File: src/hw/periph_settings.svh
`ifndef PERIPH_SETTINGS_SVH
`define PERIPH_SETTINGS_SVH

// Bus and datapath widths
`define PERIPH_DATA_W      32
`define PERIPH_ADDR_W      12
`define PERIPH_GPIO_W      16
`define PERIPH_PWM_W       16

// Region bases, 256 bytes each, picked by address bits 9:8
`define PERIPH_GPIO_BASE   'h000
`define PERIPH_PWM0_BASE   'h100
`define PERIPH_PWM1_BASE   'h200
`define PERIPH_TIMER_BASE  'h300

// GPIO register map
`define GPIO_OUT_OFS       'h00
`define GPIO_OE_OFS        'h04
`define GPIO_IN_OFS        'h08
`define GPIO_MASK_OFS      'h0C
`define GPIO_STAT_OFS      'h10

// PWM channel register map
`define PWM_PERIOD_OFS     'h00
`define PWM_DUTY_OFS       'h04
`define PWM_EN_OFS         'h08

// Machine timer register map
`define TMR_COUNT_OFS      'h00
`define TMR_CMP_OFS        'h04
`define TMR_CTRL_OFS       'h08

`endif

File: src/hw/periph_bus_pkg.sv
`default_nettype none
`include "periph_settings.svh"

package periph_bus_pkg;

   // ==========================================================
   // APB side
   // ==========================================================

   // Address and data words as seen on the APB port
   typedef logic [`PERIPH_ADDR_W-1:0] apb_addr_t;
   typedef logic [`PERIPH_DATA_W-1:0] apb_data_t;

   // Addressed peripheral
   // one per 256-byte region of the map
   typedef enum logic [1:0] {
      SEL_GPIO  = 2'd0,
      SEL_PWM0  = 2'd1,
      SEL_PWM1  = 2'd2,
      SEL_TIMER = 2'd3
   } periph_sel_t;

endpackage

`default_nettype wire

File: src/hw/periph_regs_pkg.sv
`default_nettype none
`include "periph_settings.svh"

package periph_regs_pkg;

   // ==========================================================
   // Register side
   // ==========================================================

   // Word index inside a region, address bits 4:2
   typedef logic [2:0] reg_idx_t;

   // PWM counter, period and duty
   typedef logic [`PERIPH_PWM_W-1:0] pwm_cnt_t;

   // One bit per GPIO pin
   typedef logic [`PERIPH_GPIO_W-1:0] gpio_word_t;

   // Timer count and compare word
   typedef logic [`PERIPH_DATA_W-1:0] tmr_word_t;

   // Byte offset of a register to its word index
   function automatic reg_idx_t ofs_to_idx(input int unsigned ofs);
      return reg_idx_t'(ofs >> 2);
   endfunction

endpackage

`default_nettype wire

File: src/hw/apb_periph_decode.sv
`timescale 1ns/100ps
`default_nettype none
`include "periph_settings.svh"

module apb_periph_decode (
   input  wire                              i_psel,
   input  wire                              i_penable,
   input  wire                              i_pwrite,
   input  wire periph_bus_pkg::apb_addr_t   i_paddr,
   output periph_bus_pkg::periph_sel_t      o_sel,
   output periph_regs_pkg::reg_idx_t        o_reg_idx,
   output logic                             o_addr_err,
   output logic                             o_pready,
   output logic                             o_wr_gpio,
   output logic                             o_wr_pwm0,
   output logic                             o_wr_pwm1,
   output logic                             o_wr_tmr
);

   // Region numbers from the base addresses
   localparam logic [1:0] RGN_GPIO  = 2'(`PERIPH_GPIO_BASE >> 8);
   localparam logic [1:0] RGN_PWM0  = 2'(`PERIPH_PWM0_BASE >> 8);
   localparam logic [1:0] RGN_PWM1  = 2'(`PERIPH_PWM1_BASE >> 8);
   localparam logic [1:0] RGN_TIMER = 2'(`PERIPH_TIMER_BASE >> 8);

   logic [1:0] region;
   logic       wr_acc;

   assign region = i_paddr[9:8];

   // Anything above the four regions is out of map
   assign o_addr_err = |i_paddr[`PERIPH_ADDR_W-1:10];

   // Zero wait states, every access cycle completes
   assign o_pready = i_psel & i_penable;

   always_comb begin
      o_sel = periph_bus_pkg::SEL_GPIO;
      case (region)
         RGN_GPIO:  o_sel = periph_bus_pkg::SEL_GPIO;
         RGN_PWM0:  o_sel = periph_bus_pkg::SEL_PWM0;
         RGN_PWM1:  o_sel = periph_bus_pkg::SEL_PWM1;
         RGN_TIMER: o_sel = periph_bus_pkg::SEL_TIMER;
         default:   o_sel = periph_bus_pkg::SEL_GPIO;
      endcase
   end

   // Offsets 0x20 and up land on slot 7, which no block decodes
   assign o_reg_idx = (|i_paddr[7:5]) ? '1 : i_paddr[4:2];

   // Write strobes, one access cycle wide
   assign wr_acc    = o_pready & i_pwrite & ~o_addr_err;
   assign o_wr_gpio = wr_acc & (o_sel == periph_bus_pkg::SEL_GPIO);
   assign o_wr_pwm0 = wr_acc & (o_sel == periph_bus_pkg::SEL_PWM0);
   assign o_wr_pwm1 = wr_acc & (o_sel == periph_bus_pkg::SEL_PWM1);
   assign o_wr_tmr  = wr_acc & (o_sel == periph_bus_pkg::SEL_TIMER);

endmodule

`default_nettype wire

File: src/hw/apb_read_result.sv
`timescale 1ns/100ps
`default_nettype none

module apb_read_result (
   input  wire periph_bus_pkg::periph_sel_t i_sel,
   input  wire                              i_addr_err,
   input  wire periph_bus_pkg::apb_data_t   i_rdata_gpio,
   input  wire periph_bus_pkg::apb_data_t   i_rdata_pwm0,
   input  wire periph_bus_pkg::apb_data_t   i_rdata_pwm1,
   input  wire periph_bus_pkg::apb_data_t   i_rdata_tmr,
   input  wire                              i_pready,
   output periph_bus_pkg::apb_data_t        o_prdata,
   output logic                             o_pslverr
);

   periph_bus_pkg::apb_data_t rdata_sel;

   // Region mux
   always_comb begin
      case (i_sel)
         periph_bus_pkg::SEL_GPIO:  rdata_sel = i_rdata_gpio;
         periph_bus_pkg::SEL_PWM0:  rdata_sel = i_rdata_pwm0;
         periph_bus_pkg::SEL_PWM1:  rdata_sel = i_rdata_pwm1;
         periph_bus_pkg::SEL_TIMER: rdata_sel = i_rdata_tmr;
         default:                   rdata_sel = '0;
      endcase
   end

   // Out-of-map access returns zero data
   assign o_prdata = i_addr_err ? '0 : rdata_sel;

   // Error only in the completing cycle
   assign o_pslverr = i_pready & i_addr_err;

endmodule

`default_nettype wire

File: src/hw/gpio_regs.sv
`timescale 1ns/100ps
`default_nettype none
`include "periph_settings.svh"

module gpio_regs (
   input  wire                              clk,
   input  wire                              i_rst_n,
   input  wire                              i_wr,
   input  wire periph_regs_pkg::reg_idx_t   i_reg_idx,
   input  wire periph_bus_pkg::apb_data_t   i_wdata,
   input  wire periph_regs_pkg::gpio_word_t i_pins,
   output periph_bus_pkg::apb_data_t        o_rdata,
   output periph_regs_pkg::gpio_word_t      o_gpio_out,
   output periph_regs_pkg::gpio_word_t      o_gpio_oe,
   output logic                             o_gpio_irq
);

   localparam periph_regs_pkg::reg_idx_t IDX_OUT  = periph_regs_pkg::ofs_to_idx(`GPIO_OUT_OFS);
   localparam periph_regs_pkg::reg_idx_t IDX_OE   = periph_regs_pkg::ofs_to_idx(`GPIO_OE_OFS);
   localparam periph_regs_pkg::reg_idx_t IDX_IN   = periph_regs_pkg::ofs_to_idx(`GPIO_IN_OFS);
   localparam periph_regs_pkg::reg_idx_t IDX_MASK = periph_regs_pkg::ofs_to_idx(`GPIO_MASK_OFS);
   localparam periph_regs_pkg::reg_idx_t IDX_STAT = periph_regs_pkg::ofs_to_idx(`GPIO_STAT_OFS);

   periph_regs_pkg::gpio_word_t out_q;
   periph_regs_pkg::gpio_word_t oe_q;
   periph_regs_pkg::gpio_word_t mask_q;
   periph_regs_pkg::gpio_word_t stat_q;
   periph_regs_pkg::gpio_word_t sync1_q;
   periph_regs_pkg::gpio_word_t sync2_q;
   periph_regs_pkg::gpio_word_t prev_q;
   periph_regs_pkg::gpio_word_t chg;
   periph_regs_pkg::gpio_word_t stat_clr;

   // ==========================================================
   // Pin synchroniser and edge detect
   // ==========================================================
   always_ff @(posedge clk or negedge i_rst_n) begin
      if (!i_rst_n) begin
         sync1_q <= '0;
         sync2_q <= '0;
         prev_q  <= '0;
      end else begin
         sync1_q <= i_pins;
         sync2_q <= sync1_q;
         prev_q  <= sync2_q;
      end
   end

   // Either edge counts, only on unmasked pins... i.e. mask bit set
   assign chg      = (sync2_q ^ prev_q) & mask_q;
   assign stat_clr = (i_wr && i_reg_idx == IDX_STAT) ? i_wdata[`PERIPH_GPIO_W-1:0] : '0;

   // ==========================================================
   // Registers
   // ==========================================================
   always_ff @(posedge clk or negedge i_rst_n) begin
      if (!i_rst_n) begin
         out_q  <= '0;
         oe_q   <= '0;
         mask_q <= '0;
         stat_q <= '0;
      end else begin
         if (i_wr) begin
            case (i_reg_idx)
               IDX_OUT:  out_q  <= i_wdata[`PERIPH_GPIO_W-1:0];
               IDX_OE:   oe_q   <= i_wdata[`PERIPH_GPIO_W-1:0];
               IDX_MASK: mask_q <= i_wdata[`PERIPH_GPIO_W-1:0];
               default: ;
            endcase
         end
         // New edge beats a clear of the same bit
         stat_q <= (stat_q & ~stat_clr) | chg;
      end
   end

   always_comb begin
      case (i_reg_idx)
         IDX_OUT:  o_rdata = periph_bus_pkg::apb_data_t'(out_q);
         IDX_OE:   o_rdata = periph_bus_pkg::apb_data_t'(oe_q);
         IDX_IN:   o_rdata = periph_bus_pkg::apb_data_t'(sync2_q);
         IDX_MASK: o_rdata = periph_bus_pkg::apb_data_t'(mask_q);
         IDX_STAT: o_rdata = periph_bus_pkg::apb_data_t'(stat_q);
         default:  o_rdata = '0;
      endcase
   end

   assign o_gpio_out = out_q;
   assign o_gpio_oe  = oe_q;
   assign o_gpio_irq = |stat_q;

endmodule

`default_nettype wire

File: src/hw/machine_timer.sv
`timescale 1ns/100ps
`default_nettype none
`include "periph_settings.svh"

module machine_timer (
   input  wire                            clk,
   input  wire                            i_rst_n,
   input  wire                            i_wr,
   input  wire periph_regs_pkg::reg_idx_t i_reg_idx,
   input  wire periph_bus_pkg::apb_data_t i_wdata,
   output periph_bus_pkg::apb_data_t      o_rdata,
   output logic                           o_timer_irq
);

   localparam periph_regs_pkg::reg_idx_t IDX_COUNT = periph_regs_pkg::ofs_to_idx(`TMR_COUNT_OFS);
   localparam periph_regs_pkg::reg_idx_t IDX_CMP   = periph_regs_pkg::ofs_to_idx(`TMR_CMP_OFS);
   localparam periph_regs_pkg::reg_idx_t IDX_CTRL  = periph_regs_pkg::ofs_to_idx(`TMR_CTRL_OFS);

   periph_regs_pkg::tmr_word_t count_q;
   periph_regs_pkg::tmr_word_t count_d;
   periph_regs_pkg::tmr_word_t cmp_q;
   periph_regs_pkg::tmr_word_t cmp_d;
   logic                       en_q;
   logic                       en_d;
   logic                       irq_q;

   // Bus write to COUNT wins over the increment
   always_comb begin
      count_d = count_q;
      cmp_d   = cmp_q;
      en_d    = en_q;
      if (en_q) begin
         count_d = count_q + 1'b1;
      end
      if (i_wr) begin
         case (i_reg_idx)
            IDX_COUNT: count_d = i_wdata;
            IDX_CMP:   cmp_d   = i_wdata;
            IDX_CTRL:  en_d    = i_wdata[0];
            default: ;
         endcase
      end
   end

   // Irq flop sees next-state values so it tracks the registers exactly
   always_ff @(posedge clk or negedge i_rst_n) begin
      if (!i_rst_n) begin
         count_q <= '0;
         cmp_q   <= '0;
         en_q    <= 1'b0;
         irq_q   <= 1'b0;
      end else begin
         count_q <= count_d;
         cmp_q   <= cmp_d;
         en_q    <= en_d;
         irq_q   <= en_d && (count_d >= cmp_d);
      end
   end

   always_comb begin
      case (i_reg_idx)
         IDX_COUNT: o_rdata = count_q;
         IDX_CMP:   o_rdata = cmp_q;
         IDX_CTRL:  o_rdata = periph_bus_pkg::apb_data_t'(en_q);
         default:   o_rdata = '0;
      endcase
   end

   assign o_timer_irq = irq_q;

endmodule

`default_nettype wire

File: src/hw/periph_subsystem.sv
`timescale 1ns/100ps
`default_nettype none

module periph_subsystem (
   input  wire                              clk,
   input  wire                              i_rst_n,
   input  wire                              i_psel,
   input  wire                              i_penable,
   input  wire                              i_pwrite,
   input  wire periph_bus_pkg::apb_addr_t   i_paddr,
   input  wire periph_bus_pkg::apb_data_t   i_pwdata,
   input  wire periph_regs_pkg::gpio_word_t i_gpio_in,
   output periph_bus_pkg::apb_data_t        o_prdata,
   output logic                             o_pready,
   output logic                             o_pslverr,
   output periph_regs_pkg::gpio_word_t      o_gpio_out,
   output periph_regs_pkg::gpio_word_t      o_gpio_oe,
   output logic                             o_gpio_irq,
   output logic                             o_servo_pwm,
   output logic                             o_motor_pwm,
   output logic                             o_timer_irq
);

   periph_bus_pkg::periph_sel_t sel;
   periph_regs_pkg::reg_idx_t   reg_idx;
   logic                        addr_err;
   logic                        wr_gpio;
   logic                        wr_pwm0;
   logic                        wr_pwm1;
   logic                        wr_tmr;
   periph_bus_pkg::apb_data_t   rdata_gpio;
   periph_bus_pkg::apb_data_t   rdata_pwm0;
   periph_bus_pkg::apb_data_t   rdata_pwm1;
   periph_bus_pkg::apb_data_t   rdata_tmr;

   // ==========================================================
   // Decode
   // ==========================================================
   apb_periph_decode decode0 (
      .i_psel     (i_psel),
      .i_penable  (i_penable),
      .i_pwrite   (i_pwrite),
      .i_paddr    (i_paddr),
      .o_sel      (sel),
      .o_reg_idx  (reg_idx),
      .o_addr_err (addr_err),
      .o_pready   (o_pready),
      .o_wr_gpio  (wr_gpio),
      .o_wr_pwm0  (wr_pwm0),
      .o_wr_pwm1  (wr_pwm1),
      .o_wr_tmr   (wr_tmr)
   );

   // ==========================================================
   // Register blocks
   // ==========================================================
   gpio_regs gpio0 (
      .clk        (clk),
      .i_rst_n    (i_rst_n),
      .i_wr       (wr_gpio),
      .i_reg_idx  (reg_idx),
      .i_wdata    (i_pwdata),
      .i_pins     (i_gpio_in),
      .o_rdata    (rdata_gpio),
      .o_gpio_out (o_gpio_out),
      .o_gpio_oe  (o_gpio_oe),
      .o_gpio_irq (o_gpio_irq)
   );

   // Servo channel
   pwm_channel pwm_servo (
      .clk       (clk),
      .i_rst_n   (i_rst_n),
      .i_wr      (wr_pwm0),
      .i_reg_idx (reg_idx),
      .i_wdata   (i_pwdata),
      .o_rdata   (rdata_pwm0),
      .o_pwm     (o_servo_pwm)
   );

   // DC motor channel
   pwm_channel pwm_motor (
      .clk       (clk),
      .i_rst_n   (i_rst_n),
      .i_wr      (wr_pwm1),
      .i_reg_idx (reg_idx),
      .i_wdata   (i_pwdata),
      .o_rdata   (rdata_pwm1),
      .o_pwm     (o_motor_pwm)
   );

   machine_timer timer0 (
      .clk         (clk),
      .i_rst_n     (i_rst_n),
      .i_wr        (wr_tmr),
      .i_reg_idx   (reg_idx),
      .i_wdata     (i_pwdata),
      .o_rdata     (rdata_tmr),
      .o_timer_irq (o_timer_irq)
   );

   // Read data and error back to the master
   apb_read_result result0 (
      .i_sel        (sel),
      .i_addr_err   (addr_err),
      .i_rdata_gpio (rdata_gpio),
      .i_rdata_pwm0 (rdata_pwm0),
      .i_rdata_pwm1 (rdata_pwm1),
      .i_rdata_tmr  (rdata_tmr),
      .i_pready     (o_pready),
      .o_prdata     (o_prdata),
      .o_pslverr    (o_pslverr)
   );

endmodule

`default_nettype wire

File: src/hw/pwm_channel.sv
`timescale 1ns/100ps
`default_nettype none
`include "periph_settings.svh"

module pwm_channel (
   input  wire                            clk,
   input  wire                            i_rst_n,
   input  wire                            i_wr,
   input  wire periph_regs_pkg::reg_idx_t i_reg_idx,
   input  wire periph_bus_pkg::apb_data_t i_wdata,
   output periph_bus_pkg::apb_data_t      o_rdata,
   output logic                           o_pwm
);

   localparam periph_regs_pkg::reg_idx_t IDX_PERIOD =
      periph_regs_pkg::ofs_to_idx(`PWM_PERIOD_OFS);
   localparam periph_regs_pkg::reg_idx_t IDX_DUTY = periph_regs_pkg::ofs_to_idx(`PWM_DUTY_OFS);
   localparam periph_regs_pkg::reg_idx_t IDX_EN   = periph_regs_pkg::ofs_to_idx(`PWM_EN_OFS);

   periph_regs_pkg::pwm_cnt_t period_q;
   periph_regs_pkg::pwm_cnt_t duty_q;
   periph_regs_pkg::pwm_cnt_t cnt_q;
   logic                      en_q;
   logic                      pwm_q;
   logic [`PERIPH_PWM_W:0]    cnt_inc;
   logic                      wrap;

   always_ff @(posedge clk or negedge i_rst_n) begin
      if (!i_rst_n) begin
         period_q <= '0;
         duty_q   <= '0;
         en_q     <= 1'b0;
      end else if (i_wr) begin
         case (i_reg_idx)
            IDX_PERIOD: period_q <= i_wdata[`PERIPH_PWM_W-1:0];
            IDX_DUTY:   duty_q   <= i_wdata[`PERIPH_PWM_W-1:0];
            IDX_EN:     en_q     <= i_wdata[0];
            default: ;
         endcase
      end
   end

   // ==========================================================
   // Counter 0 .. period-1 and output level
   // ==========================================================
   // Extra bit so the compare never overflows; period 0 keeps cnt at 0
   assign cnt_inc = {1'b0, cnt_q} + 1'b1;
   assign wrap    = cnt_inc >= {1'b0, period_q};

   always_ff @(posedge clk or negedge i_rst_n) begin
      if (!i_rst_n) begin
         cnt_q <= '0;
         pwm_q <= 1'b0;
      end else begin
         if (!en_q || wrap) begin
            cnt_q <= '0;
         end else begin
            cnt_q <= cnt_inc[`PERIPH_PWM_W-1:0];
         end
         pwm_q <= en_q && (cnt_q < duty_q);
      end
   end

   always_comb begin
      case (i_reg_idx)
         IDX_PERIOD: o_rdata = periph_bus_pkg::apb_data_t'(period_q);
         IDX_DUTY:   o_rdata = periph_bus_pkg::apb_data_t'(duty_q);
         IDX_EN:     o_rdata = periph_bus_pkg::apb_data_t'(en_q);
         default:    o_rdata = '0;
      endcase
   end

   assign o_pwm = pwm_q;

endmodule

`default_nettype wire

File: config.mk
export PLATFORM = sky130hd
export DESIGN_NAME = periph_subsystem
export DESIGN_NICKNAME = d
export VERILOG_FILES = /design/src/hw/periph_bus_pkg.sv /design/src/hw/periph_regs_pkg.sv /design/src/hw/apb_periph_decode.sv /design/src/hw/apb_read_result.sv /design/src/hw/gpio_regs.sv /design/src/hw/machine_timer.sv /design/src/hw/periph_subsystem.sv /design/src/hw/pwm_channel.sv
export VERILOG_INCLUDE_DIRS = /design/src /design/src/hw
export SDC_FILE = /design/constraint.sdc
export NUM_CORES = 1
export LEC_CHECK = 0
export BUFFER_PORTS_ARGS = -buffer_cell sky130_fd_sc_hd__buf_4
export CAP_MARGIN = 5
export CELL_PAD_IN_SITES_DETAIL_PLACEMENT = 0
export CELL_PAD_IN_SITES_GLOBAL_PLACEMENT = 1
export CORE_UTILIZATION = 47
export CTS_BUF_LIST = sky130_fd_sc_hd__clkbuf_8 sky130_fd_sc_hd__clkbuf_16
export CTS_CLUSTER_SIZE = 12
export DETAILED_ROUTE_END_ITERATION = 8
export PLACE_DENSITY_LB_ADDON = 0.1
export SYNTH_ARGS = -nofsm -noshare
export SYNTH_HDL_FRONTEND = slang
export SYNTH_SLANG_ARGS = --single-unit
export TNS_END_PERCENT = 10
File: constraint.sdc
create_clock -name clk -period 3.4 [get_ports clk]
set_input_delay 0.51 -clock clk [delete_from_list [all_inputs] [get_ports clk]]
set_output_delay 0.51 -clock clk [all_outputs]
set_load 0.03 [all_outputs]
==> out/results.tsv <==
metric	value	unit
arrival	3.66	ns
synthTopCellsByArea	dfrtp_1 (47%), ha_1 (8.1%), mux2i_1 (5.1%)	
synth_cell_types	61	
clockBufferDepth	3	
fin_util	0.586	
clkTransAtPathRegs	0.06	ns
timing.slew.headroom	0.472	
critPathLaunchType	flip-flop	
synth_common_cells	dfrtp_1 (278), nand2_1 (130), nor2_1 (110), inv_1 (102), ha_1 (97)	
post_route_cells_drive_above_1_share	0.224	
required	3.80	ns
avgSynthCellArea	10.1	sq um
muxShareOfSynthArea	0.0976	
firstDrtPassIters	5	
grt_max_degree	91	
yosys.area_share.simple	0.137	
die_w	180	microns
peakVddDrop	0.000419	V
start_util	0.484	
synthArstFlopShare	1.00	
grt_overflow	0	
violations	negative hold slack	
antenna_found_initial	2	
antenna_left	0	
cts_buffers	34	
drc	0	
tns	0	ns
synthFlopType	dfrtp_1	
crit_path_max_fanout	5	
drt_iter0_markers	815	
port_buffers	132	
hold_violations	4	
max_freq	306	MHz
synth_nets	1642	
die_h	180	microns
power	7.67	mW
wl_per_cell	21.0	microns
clockRootBuffer	clkbuf_16	
synth-compound-area-share	0.122	
clkSinkCount	278	
syn_area	0.0149	sq mm
synth-xor-area-share	0.0440	
grt_pass1_wl	68500	microns
crit_type	reg2reg	
cts_htree_levels	2	
fin_nets	1837	
synth.yosys.seq_area_share	0.465	
yosysWarnings	0	
clock_skew	0.0315	ns
clock_latency	0.54	ns
dp_cells	2032	
period_minus_slack	3.27	ns
rows	64	
dp_hpwl	32000	microns
routed_via_density	5.59	
tightest_slew	0.792	ns
cts_tree	yes	
wirelength	43900	microns
setup_violations	0	
post_synth_fa_ha_maj_area_fraction	0.0812	
status	finished, violations left	
end_kind	flip-flop	
min_period_over_period	0.961	
synth_top_area_frac	0.465	
die_area	0.0325	sq mm
yosysTopAreaCell	dfrtp_1	
power_density	424	mW/mm^2
final_max_slew_viol_count	0	
synth_top_family_by_area	simple AND/OR/NAND/NOR gates	
hold_slack	-0.0124	ns
ys_seq_elements	278	
syn_inst	1480	
synth_edf_count	0	
track_usage	0.273	
grt_setup_unrepaired	false	
cts_hold_buf	0	
finalNonFillerCells	2095	
gp_congestion	0.899	
vias	11700	
core-area	0.0309	sq mm
yosysMostFrequentCell	dfrtp_1	
ios	135	
hold_path.class	in2async	
synthToLayoutAreaGrowth	21.2	%
p_leak	8.82	nW
first_global_vias	11600	
drv_cap	0	
nFillCells	2757	
state kept, by name, summed over array words and instances (netlist names), 16 cells and up:
name / flops
gpio0.prev_q: 16
pwm_motor.cnt_q: 16
pwm_motor.period_q: 16
gpio0.stat_q: 16
pwm_servo.period_q: 16
gpio0.o_gpio_oe: 16
gpio0.sync2_q: 16
pwm_motor.duty_q: 16
gpio0.sync1_q: 16
timer0.count_q: 32
gpio0.o_gpio_out: 16
timer0.cmp_q: 32
pwm_servo.duty_q: 16
gpio0.mask_q: 16
pwm_servo.cnt_q: 16
repair_timing:
| item | CTS | global route |
|---|---|---|
| gates resized for setup | 1 | 14 |
| pin swaps | 0 | 9 |
| setup endpoints to repair | 1 | 1 |
| gates cloned | 0 | 0 |
| setup buffers | 0 | 3 |
path summary, 6_finish.rpt:
kind	depth (start not counted)	to	startpoint	slack, ns
max	15	timer0.o_timer_irq$_DFF_PN0_	timer0.count_q[2]$_DFF_PN0_	0.13
min	1	pwm_servo.cnt_q[1]$_DFF_PN0_	i_rst_n	-0.01
max reg2reg	15	timer0.o_timer_irq$_DFF_PN0_	timer0.count_q[2]$_DFF_PN0_	0.13
min reg2reg	0	gpio0.sync2_q[13]$_DFF_PN0_	gpio0.sync1_q[13]$_DFF_PN0_	0.35
max in group asynchronous	2	pwm_motor.period_q[12]$_DFFE_PN0P_	i_rst_n	2.48
min in group clk	1	gpio0.sync1_q[14]$_DFF_PN0_	i_gpio_in[14]	0.07
through the flow:
stage,setup WS (ns),cell area (sq um)
detailed placement,-0.305,16900
global placement,-0.280,16900
global route,0.000475,18100
CTS,0.0267,18000
finish,0.134,18100
floorplan,0.0207,14900
final cells by class:
cell class / count / area [sq um] / area share
inverters: 102 / 383 / 0.0211
well taps: 396 / 495 / 0.0274
repair buffers: 240 / 1870 / 0.103
clock inverters: 14 / 130 / 0.00718
clock buffers: 45 / 1000 / 0.0553
flip-flops and latches: 278 / 6960 / 0.384
diodes: 1 / 2.50 / 0.000138
multi-input cells: 1019 / 7270 / 0.401
cells in the final DEF (no fill, tap or decap), types with 11 or more instances in the layout:
master	count
a22oi_1	32
nand2_1	130
mux2_2	59
mux2i_1	76
o22ai_1	32
o21ai_0	91
a21oi_1	63
clkbuf_8	11
dfrtp_1	277
a21o_1	12
nor3_1	11
xor2_1	45
nor2b_1	35
ha_1	96
nand3_1	35
a221oi_1	17
clkbuf_16	34
and3_1	15
nor2_1	108
a22o_1	16
xnor2_1	30
inv_1	109
buf_4	234
nand4_1	23
power by group:
group | internal, mW | leakage [nW] | total, mW | switching, mW
registers | 3.38 | 3.30 | 3.44 | 0.0541
clock network | 2.16 | 0.584 | 3.61 | 1.45
logic | 0.249 | 4.93 | 0.627 | 0.378
total | 5.79 | 8.82 | 7.67 | 1.88
critical path, cell delays in order (launching register included):
cell      delay, ns
dfrtp_1        0.36
and3_4         0.23
nand4_1        0.19
or3_4          0.40
nor2_1         0.13
xnor2_1        0.09
o21ai_0        0.30
ha_1           0.31
nand2_1        0.10
nor3_2         0.06
buf_4          0.13
o221ai_1       0.06
a211oi_1       0.08
buf_4          0.16
o31a_1         0.28
o31a_1         0.25
metal layers:
layer	up-vias	wire length [microns]	GRT usage
li1	5559	-	-
met1	5802	20400	0.387
met2	276	20200	0.436
met3	66	2180	0.0422
met4	0	1090	0.0749
met5	-	0	0
cell families (layout without fill, tap and decap cells):
family	count (synthesis)	count (layout)
compound gates	294	294
xor+xnor	75	75
fa+ha+maj	97	97
buf+inv	183	401
flops	278	278
mux	138	138
other cells	0	1
simple gates	415	415
Power figures use the tool's default switching activity.
